$ cat config.mk
export PLATFORM = sky130hd
export DESIGN_NAME = copad_top
export DESIGN_NICKNAME = d
export VERILOG_FILES = /design/src/source/copad_match_pkg.sv /design/src/source/gem_geometry_pkg.sv /design/src/source/cluster_if.sv /design/src/source/cluster_capture.sv /design/src/source/copad_top.sv /design/src/source/match_collector.sv /design/src/source/pad_window_matcher.sv
export VERILOG_INCLUDE_DIRS = /design/src /design/src/source
export SDC_FILE = /design/constraint.sdc
export NUM_CORES = 2
export LEC_CHECK = 0
export ABC_CLOCK_PERIOD_IN_PS = 13200
export BUFFER_PORTS_ARGS = -buffer_cell sky130_fd_sc_hd__buf_2
export CAP_MARGIN = 20
export CORE_MARGIN = 2
export CORE_UTILIZATION = 45
export CTS_CLUSTER_SIZE = 16
export DETAILED_ROUTE_END_ITERATION = 10
export HOLD_SLACK_MARGIN = 0.15
export PLACE_DENSITY = 0.6
export REMOVE_ABC_BUFFERS = 1
export SLEW_MARGIN = 30
export SYNTH_ARGS = -nofsm -noshare
export SYNTH_HDL_FRONTEND = slang
export SYNTH_SLANG_ARGS = --single-unit
export TNS_END_PERCENT = 20
$ cat constraint.sdc
create_clock -name clock -period 13.2 [get_ports clock]
set_input_delay 0 -clock clock [delete_from_list [all_inputs] [get_ports clock]]
set_output_delay 0 -clock clock [all_outputs]
set_load 0.05 [all_outputs]
$ cat src/source/copad_settings.svh
// co-pad finder settings: cluster counts, pad range and field widths
`ifndef COPAD_SETTINGS_SVH
`define COPAD_SETTINGS_SVH

// ------------------------------
// chamber geometry
// ------------------------------

`define COPAD_N_CLUSTERS 8    // clusters per chamber per crossing
`define COPAD_N_ROLLS    8    // eta partitions
`define COPAD_LAST_PAD   191  // highest pad in a roll

// ------------------------------
// field widths
// ------------------------------

`define COPAD_PAD_BITS   8
`define COPAD_ROLL_BITS  3
`define COPAD_CNT_BITS   3    // additional pads, 0..7
`define COPAD_DELTA_BITS 4    // pad tolerance, 0..15

`endif

$ cat src/source/copad_match_pkg.sv
// co-pad match package: per-cluster result vector types
`include "copad_settings.svh"

package copad_match_pkg;

    // one bit per chamber A cluster
    typedef logic [`COPAD_N_CLUSTERS-1:0] match_vec_t;

    // one bit per chamber B cluster, used inside a matcher
    typedef logic [`COPAD_N_CLUSTERS-1:0] b_hit_vec_t;

endpackage

$ cat src/source/gem_geometry_pkg.sv
// gem geometry package: roll, pad, cluster size and tolerance types
`include "copad_settings.svh"

package gem_geometry_pkg;

    // roll (eta partition) number
    typedef logic [`COPAD_ROLL_BITS-1:0] roll_t;

    // starting pad of a cluster
    typedef logic [`COPAD_PAD_BITS-1:0] pad_t;

    typedef logic [`COPAD_CNT_BITS-1:0] cnt_t;      // pads beyond the first
    typedef logic [`COPAD_DELTA_BITS-1:0] delta_t;  // match tolerance in pads

    // window bounds carry one spare bit so sums never wrap
    typedef logic [`COPAD_PAD_BITS:0] wide_pad_t;

endpackage

$ cat src/source/cluster_if.sv
// cluster bus: one chamber's registered clusters for a bunch crossing
`timescale 1ns/100ps
`include "copad_settings.svh"

interface cluster_if;

    // ------------------------------
    // cluster fields, refreshed every clock
    // ------------------------------

    logic [`COPAD_N_CLUSTERS-1:0]                        vpf;   // cluster valid
    gem_geometry_pkg::roll_t [`COPAD_N_CLUSTERS-1:0]     roll;
    gem_geometry_pkg::pad_t [`COPAD_N_CLUSTERS-1:0]      pad;   // starting pad
    gem_geometry_pkg::cnt_t [`COPAD_N_CLUSTERS-1:0]      cnt;

    // capture stage side
    modport driver (
        output vpf,
        output roll,
        output pad,
        output cnt
    );

    // matcher side
    modport receiver (
        input vpf,
        input roll,
        input pad,
        input cnt
    );

endinterface

$ cat src/source/cluster_capture.sv
// cluster capture: registers both chambers' clusters and the match config
`timescale 1ns/100ps
`include "copad_settings.svh"

module cluster_capture (
    input  logic                                            clock,
    input  logic                                            arst_n,
    input  logic [`COPAD_N_CLUSTERS-1:0]                    a_vpf,
    input  gem_geometry_pkg::roll_t [`COPAD_N_CLUSTERS-1:0] a_roll,
    input  gem_geometry_pkg::pad_t [`COPAD_N_CLUSTERS-1:0]  a_pad,
    input  gem_geometry_pkg::cnt_t [`COPAD_N_CLUSTERS-1:0]  a_cnt,
    input  logic [`COPAD_N_CLUSTERS-1:0]                    b_vpf,
    input  gem_geometry_pkg::roll_t [`COPAD_N_CLUSTERS-1:0] b_roll,
    input  gem_geometry_pkg::pad_t [`COPAD_N_CLUSTERS-1:0]  b_pad,
    input  gem_geometry_pkg::cnt_t [`COPAD_N_CLUSTERS-1:0]  b_cnt,
    input  logic                                            match_neighbor_roll,
    input  logic                                            match_neighbor_pad,
    input  gem_geometry_pkg::delta_t                        match_delta_pad,
    cluster_if.driver                                       a_bus,
    cluster_if.driver                                       b_bus,
    output gem_geometry_pkg::delta_t                        pad_delta,
    output logic                                            roll_neighbor
);

    // ------------------------------
    // one crossing per clock
    // ------------------------------

    always_ff @(posedge clock or negedge arst_n) begin
        if (!arst_n) begin
            a_bus.vpf     <= '0;
            a_bus.roll    <= '0;
            a_bus.pad     <= '0;
            a_bus.cnt     <= '0;
            b_bus.vpf     <= '0;
            b_bus.roll    <= '0;
            b_bus.pad     <= '0;
            b_bus.cnt     <= '0;
            pad_delta     <= '0;
            roll_neighbor <= 1'b0;
        end else begin
            a_bus.vpf     <= a_vpf;
            a_bus.roll    <= a_roll;
            a_bus.pad     <= a_pad;
            a_bus.cnt     <= a_cnt;
            b_bus.vpf     <= b_vpf;
            b_bus.roll    <= b_roll;
            b_bus.pad     <= b_pad;
            b_bus.cnt     <= b_cnt;
            // tolerance collapses to an exact match when the pad switch is off
            pad_delta     <= match_neighbor_pad ? match_delta_pad : '0;
            roll_neighbor <= match_neighbor_roll;  // stays aligned with its crossing
        end
    end

    // valid clusters must sit inside the roll, the matchers rely on it
    for (genvar i = 0; i < `COPAD_N_CLUSTERS; i++) begin : g_pad_range
        a_pad_in_roll : assert property (@(posedge clock) disable iff (!arst_n)
            a_bus.vpf[i] |-> a_bus.pad[i] <= `COPAD_LAST_PAD);
        b_pad_in_roll : assert property (@(posedge clock) disable iff (!arst_n)
            b_bus.vpf[i] |-> b_bus.pad[i] <= `COPAD_LAST_PAD);
    end

endmodule

$ cat src/source/copad_top.sv
// co-pad finder top: capture, eight window matchers and the result collector
`timescale 1ns/100ps
`include "copad_settings.svh"

module copad_top (
    input  logic                                            clock,
    input  logic                                            arst_n,
    input  logic [`COPAD_N_CLUSTERS-1:0]                    a_vpf,
    input  gem_geometry_pkg::roll_t [`COPAD_N_CLUSTERS-1:0] a_roll,
    input  gem_geometry_pkg::pad_t [`COPAD_N_CLUSTERS-1:0]  a_pad,
    input  gem_geometry_pkg::cnt_t [`COPAD_N_CLUSTERS-1:0]  a_cnt,
    input  logic [`COPAD_N_CLUSTERS-1:0]                    b_vpf,
    input  gem_geometry_pkg::roll_t [`COPAD_N_CLUSTERS-1:0] b_roll,
    input  gem_geometry_pkg::pad_t [`COPAD_N_CLUSTERS-1:0]  b_pad,
    input  gem_geometry_pkg::cnt_t [`COPAD_N_CLUSTERS-1:0]  b_cnt,
    input  logic                                            match_neighbor_roll,
    input  logic                                            match_neighbor_pad,
    input  gem_geometry_pkg::delta_t                        match_delta_pad,
    output copad_match_pkg::match_vec_t                     match,
    output copad_match_pkg::match_vec_t                     match_upper,
    output copad_match_pkg::match_vec_t                     match_lower,
    output logic                                            any_match
);

    gem_geometry_pkg::delta_t    pad_delta;
    logic                        roll_neighbor;
    copad_match_pkg::match_vec_t same_vec;
    copad_match_pkg::match_vec_t upper_vec;
    copad_match_pkg::match_vec_t lower_vec;

    cluster_if a_bus ();  // chamber A
    cluster_if b_bus ();  // chamber B

    // ------------------------------
    // stage 1: input registers
    // ------------------------------

    cluster_capture i_cluster_capture (
        .clock               (clock),
        .arst_n              (arst_n),
        .a_vpf               (a_vpf),
        .a_roll              (a_roll),
        .a_pad               (a_pad),
        .a_cnt               (a_cnt),
        .b_vpf               (b_vpf),
        .b_roll              (b_roll),
        .b_pad               (b_pad),
        .b_cnt               (b_cnt),
        .match_neighbor_roll (match_neighbor_roll),
        .match_neighbor_pad  (match_neighbor_pad),
        .match_delta_pad     (match_delta_pad),
        .a_bus               (a_bus),
        .b_bus               (b_bus),
        .pad_delta           (pad_delta),
        .roll_neighbor       (roll_neighbor)
    );

    // one matcher per A cluster
    for (genvar i = 0; i < `COPAD_N_CLUSTERS; i++) begin : g_matcher
        pad_window_matcher #(
            .cluster_index (i)
        ) i_pad_window_matcher (
            .clock     (clock),
            .arst_n    (arst_n),
            .a_bus     (a_bus),
            .b_bus     (b_bus),
            .pad_delta (pad_delta),
            .same_hit  (same_vec[i]),
            .upper_hit (upper_vec[i]),
            .lower_hit (lower_vec[i])
        );
    end

    // ------------------------------
    // stage 2: output registers
    // ------------------------------

    match_collector i_match_collector (
        .clock         (clock),
        .arst_n        (arst_n),
        .same_vec      (same_vec),
        .upper_vec     (upper_vec),
        .lower_vec     (lower_vec),
        .roll_neighbor (roll_neighbor),
        .match         (match),
        .match_upper   (match_upper),
        .match_lower   (match_lower),
        .any_match     (any_match)
    );

endmodule

$ cat src/source/match_collector.sv
// match collector: neighbor-roll gating and registered match outputs
`timescale 1ns/100ps
`include "copad_settings.svh"

module match_collector (
    input  logic                        clock,
    input  logic                        arst_n,
    input  copad_match_pkg::match_vec_t same_vec,
    input  copad_match_pkg::match_vec_t upper_vec,
    input  copad_match_pkg::match_vec_t lower_vec,
    input  logic                        roll_neighbor,
    output copad_match_pkg::match_vec_t match,
    output copad_match_pkg::match_vec_t match_upper,
    output copad_match_pkg::match_vec_t match_lower,
    output logic                        any_match
);

    copad_match_pkg::match_vec_t match_full;

    // ------------------------------
    // combine same and neighbor rolls
    // ------------------------------

    assign match_full = same_vec
                      | ({`COPAD_N_CLUSTERS{roll_neighbor}} & (upper_vec | lower_vec));

    always_ff @(posedge clock or negedge arst_n) begin
        if (!arst_n) begin
            match       <= '0;
            match_upper <= '0;
            match_lower <= '0;
            any_match   <= 1'b0;
        end else begin
            match       <= match_full;
            match_upper <= upper_vec;  // raw, not gated by the roll switch
            match_lower <= lower_vec;
            any_match   <= |match_full;
        end
    end

endmodule

$ cat src/source/pad_window_matcher.sv
// pad window matcher: one A cluster's window against all B clusters
`timescale 1ns/100ps
`include "copad_settings.svh"

module pad_window_matcher #(
    parameter int cluster_index = 0  // which A cluster, 0..7
) (
    input  logic                     clock,
    input  logic                     arst_n,
    cluster_if.receiver              a_bus,
    cluster_if.receiver              b_bus,
    input  gem_geometry_pkg::delta_t pad_delta,
    output logic                     same_hit,
    output logic                     upper_hit,
    output logic                     lower_hit
);

    logic                        a_vpf;
    gem_geometry_pkg::roll_t     a_roll;
    gem_geometry_pkg::pad_t      a_pad;
    gem_geometry_pkg::cnt_t      a_cnt;
    gem_geometry_pkg::wide_pad_t lo;
    gem_geometry_pkg::wide_pad_t hi;
    gem_geometry_pkg::wide_pad_t hi_sum;   // unclamped upper bound
    copad_match_pkg::b_hit_vec_t pad_overlap;
    copad_match_pkg::b_hit_vec_t same_roll;
    copad_match_pkg::b_hit_vec_t upper_roll;
    copad_match_pkg::b_hit_vec_t lower_roll;

    assign a_vpf  = a_bus.vpf[cluster_index];
    assign a_roll = a_bus.roll[cluster_index];
    assign a_pad  = a_bus.pad[cluster_index];
    assign a_cnt  = a_bus.cnt[cluster_index];

    // ------------------------------
    // clamped pad window
    // ------------------------------

    assign hi_sum = gem_geometry_pkg::wide_pad_t'(a_pad)
                  + gem_geometry_pkg::wide_pad_t'(a_cnt)
                  + gem_geometry_pkg::wide_pad_t'(pad_delta);

    assign lo = (a_pad < pad_delta) ? '0     // floor at pad 0
              : gem_geometry_pkg::wide_pad_t'(a_pad) - gem_geometry_pkg::wide_pad_t'(pad_delta);
    assign hi = (hi_sum > `COPAD_LAST_PAD) ? gem_geometry_pkg::wide_pad_t'(`COPAD_LAST_PAD)
              : hi_sum;

    // ------------------------------
    // compare against every B cluster
    // ------------------------------

    always_comb begin
        gem_geometry_pkg::wide_pad_t b_first;
        gem_geometry_pkg::wide_pad_t b_last;
        for (int j = 0; j < `COPAD_N_CLUSTERS; j++) begin
            b_first = gem_geometry_pkg::wide_pad_t'(b_bus.pad[j]);
            b_last  = b_first + gem_geometry_pkg::wide_pad_t'(b_bus.cnt[j]);
            // either end of the B cluster inside lo..hi
            pad_overlap[j] = b_bus.vpf[j]
                           & (((b_first >= lo) & (b_first <= hi))
                           | ((b_last >= lo) & (b_last <= hi)));
            same_roll[j]  = (b_bus.roll[j] == a_roll);
            upper_roll[j] = (a_roll != '0)
                          & (b_bus.roll[j] == gem_geometry_pkg::roll_t'(a_roll - 1'b1));
            lower_roll[j] = (a_roll != gem_geometry_pkg::roll_t'(`COPAD_N_ROLLS - 1))
                          & (b_bus.roll[j] == gem_geometry_pkg::roll_t'(a_roll + 1'b1));
        end
    end

    // reduce by roll relation, gated by the A cluster's valid
    assign same_hit  = a_vpf & (|(pad_overlap & same_roll));
    assign upper_hit = a_vpf & (|(pad_overlap & upper_roll));
    assign lower_hit = a_vpf & (|(pad_overlap & lower_roll));

    // holds only while the capture stage delivers pads within the roll
    window_ordered : assert property (@(posedge clock) disable iff (!arst_n)
        a_vpf |-> lo <= hi);

endmodule

==> results.cfg <==
[status]
outcome = finished clean

[setup_path]
cp_data_arrival_time_ns = 8.58
slowest_stage = o31ai_1
start_kind = flop
crit_fanout = 16
max_stage_delay_ns = 0.87
critPathKind = flop to flop
critPathCaptureType = flop
cp.required_ns = 13.66
reg2reg_slack_ns = 5.08

[final_layout]
stdcell_count = 10700
final_cell_mix = 2264 x ha_1, 494 x dlygate4sd3_1, 479 x a21oi_1, 458 x o21ai_0, 424 x nand2_1
fillCellCount = 13500
final_core_util_pct = 54.0
multi_input_area_mm2 = 0.0600
layout_commonest_cell = ha_1
synthToLayoutAreaGrowth_pct = 19.1
regArea_mm2 = 0.00676
nets = 11300
final_layout_size_suffix_gt1_share_pct = 9.58

[synth]
synthCells = 7706
ys.flop_type = dfrtp_1
synth_edf_count = 0
async_flop_share_pct = 100
yosys.cell_types.count = 105
synth_area_per_cell_um2 = 8.70
yosys_warnings = 0
ys_seq_area_share_pct = 10.1
ys_ff_latch = 270
synth_area_mm2 = 0.0671

[timing]
fmax_mhz = 123
skew_ns = 0.0394
hold_viol = 0
fin_crit_sh_pct = 61.5
maxSlewViolCount = 0
worst_pin_slew_ns = 1.08
fin_ws_ns = 5.08
rsz0062_at_grt = no
min_period_ns = 8.12
finalSetupViolations = 0
max-slew-margin-rel_pct = 27.3
tns_ns = 0

[cts]
cts_inserted_buffers = 36
cts_max_level = 2
cts_max_path_buffers = 3
cts_setup_buffers = 0
cts_tree = built
cts_sinks = 270
root_buffer = clkbuf_16
clk_pin_slew_ns = 0.06
worstSkewPairLatency_ns = 0.66

[pwr]
power_frac_comb_pct = 72.4
p_clk_share_pct = 14.8
power_density_mw_per_mm2 = 92.6
p_leak_nw = 38.0
p_sw_share_pct = 52.1
peakVddDrop_mv = 0.171
power_switching_w = 0.00385
seqPwrFrac_pct = 12.8
p_int_w = 0.00354
total_power_w = 0.00739

[place]
portBuffers = 272
routabilityCongestion = 1.04
dp_slack_ns = 5.31
dp_hpwl_um = 209000
place_inst = 10100

[grt]
grt_overflow = 0
antenna_found_initial = 27
grt_max_degree = 76
grt_pass1_vias = 67900
grt_pass1_wl_um = 454000
track_usage_pct = 40.6

[drt]
postRouteWirelength_um = 317000
ant_nets = 0
wl_per_cell_um = 29.7
vias = 70500
via_per_inst = 6.59
dr.first_iter.drc_count = 7139
drc = 0
detail_route.first_pass.iterations = 8

[floorplan]
die_h_um = 390
rows = 141
dieArea_mm2 = 0.152
io_pins = 273
die_w_um = 390
initial_core_util_pct = 45.4
core_mm2 = 0.148

[flow_run]
cap_violations = 0

[worst_hold_path]
hp-class = primary input to flop
-- cell families after synthesis --
family | count (synthesis) | share of synthesized area [%]
adders and majority gates | 2332 | 44.0
and+or+nand+nor | 2113 | 16.4
AOI/OAI and AO/OA | 2086 | 20.4
xor gates and xnor gates | 517 | 6.76
buffers and inverters | 370 | 2.15
DFF | 270 | 10.1
muxes | 17 | 0.284
other | 1 | 0.00559
-- critical path: cells and delay by family, from the launching register on --
kind	cells	cell delay, ns
mux	1	0.12
simple gates	8	2.03
flops	1	0.37
buf+inv	6	1.07
compound gates	8	3.25
fa+ha+maj	3	1.04
-- stage by stage --
| stage | area, um2 | hold slack [ns] |
|---|---|---|
| floorplan | 66700 | -0.296 |
| CTS | 79700 | 0.486 |
| finish | 79800 | 0.508 |
| global route | 79800 | 0.508 |
| detailed placement | 73400 | 0.0115 |
| global placement | 73400 | 0.0104 |
-- area by class of cell --
type | count | share of cell area (%)
diodes | 16 | 0.0501
clock buffers | 44 | 1.27
clock inverters | 22 | 0.334
inverters | 220 | 1.03
multi-input cells | 7129 | 75.1
flip-flops and latches | 270 | 8.47
well taps | 1930 | 3.02
repair buffers | 1062 | 10.7
-- timing repair --
item,in CTS,in global routing
hold buffers,495,0
resized for setup,0,0
hold endpoints to repair,378,0
-- cell usage after synthesis (all sizes together) (16+ instances only) --
| cell | instances | area share, % |
|---|---|---|
| o31ai | 49 | 0.55 |
| nand3b | 23 | 0.26 |
| and3 | 41 | 0.38 |
| o211ai | 56 | 0.63 |
| o21bai | 20 | 0.22 |
| and4 | 24 | 0.31 |
| nor3b | 32 | 0.36 |
| clkbuf | 112 | 0.63 |
| a32oi | 25 | 0.33 |
| and2 | 25 | 0.23 |
| nand4 | 194 | 1.8 |
| maj3 | 20 | 0.30 |
| nor2b | 142 | 1.3 |
| a22oi | 16 | 0.18 |
| o221ai | 25 | 0.34 |
| o21ai | 484 | 3.6 |
| or3 | 28 | 0.26 |
| nor2 | 360 | 2.1 |
| nor4 | 105 | 1.0 |
| nand2b | 135 | 1.3 |
| nand2 | 431 | 2.4 |
| xnor2 | 198 | 2.6 |
| a211oi | 91 | 1.0 |
| ha | 2264 | 42 |
| inv | 220 | 1.2 |
| buf | 38 | 0.29 |
| nor3 | 223 | 1.7 |
| o22ai | 46 | 0.43 |
| a21o | 186 | 2.1 |
| a211o | 44 | 0.57 |
| a2111oi | 86 | 1.1 |
| nand3 | 262 | 2.0 |
| o2111ai | 56 | 0.73 |
| fa | 48 | 1.4 |
| xor2 | 319 | 4.2 |
| or4 | 45 | 0.50 |
| a31oi | 72 | 0.67 |
| o21a | 179 | 2.0 |
| a21oi | 486 | 3.6 |
| dfrtp | 270 | 10 |
-- flip-flops by register name (all words and copies together), names as in the netlist --
signal	flops
i_cluster_capture.pad_delta	4
i_cluster_capture.a_bus.cnt	24
i_match_collector.match_upper	8
i_cluster_capture.b_bus.cnt	24
i_cluster_capture.a_bus.roll	24
i_cluster_capture.b_bus.roll	24
i_cluster_capture.roll_neighbor	1
i_match_collector.match	8
i_cluster_capture.b_bus.vpf	8
i_cluster_capture.a_bus.pad	64
i_match_collector.match_lower	8
i_cluster_capture.b_bus.pad	64
i_match_collector.any_match	1
i_cluster_capture.a_bus.vpf	8
-- power groups by stage --
stage / clock network (W) / logic (W) / registers [W]
final: 0.00109 / 0.00535 / 0.000948
after global routing: 0.00115 / 0.00586 / 0.000953
after CTS: 0.00111 / 0.00517 / 0.000946
after global placement: 0 / 0.00483 / 0.000960
after floorplan: 0 / 0.00313 / 0.00105
after detailed placement: 0 / 0.00503 / 0.000960
-- metal layers --
layer  GRT usage, %  vias to the layer above  wire (um)
met4           34.3                        2      32000
met1           48.9                    33400     121000
li1               -                    31800          -
met3           12.9                     1196      38100
met5              0                        -         11
met2           58.6                     4005     126000
-- final timing paths --
kind / from / end / cells after the start
min in group asynchronous: arst_n / i_cluster_capture.a_bus.pad[62]$_DFF_PN0_ / 4
worst min register to register: i_cluster_capture.a_bus.vpf[3]$_DFF_PN0_ / i_match_collector.match_upper[3]$_DFF_PN0_ / 1
worst min-delay path: b_pad[57] / i_cluster_capture.b_bus.pad[57]$_DFF_PN0_ / 3
max in group asynchronous: arst_n / i_cluster_capture.b_bus.vpf[2]$_DFF_PN0_ / 5
worst max register to register: i_cluster_capture.pad_delta[3]$_DFF_PN0_ / i_match_collector.any_match$_DFF_PN0_ / 26
worst max-delay path: i_cluster_capture.pad_delta[3]$_DFF_PN0_ / i_match_collector.any_match$_DFF_PN0_ / 26
(Power assumes the default switching activity.)
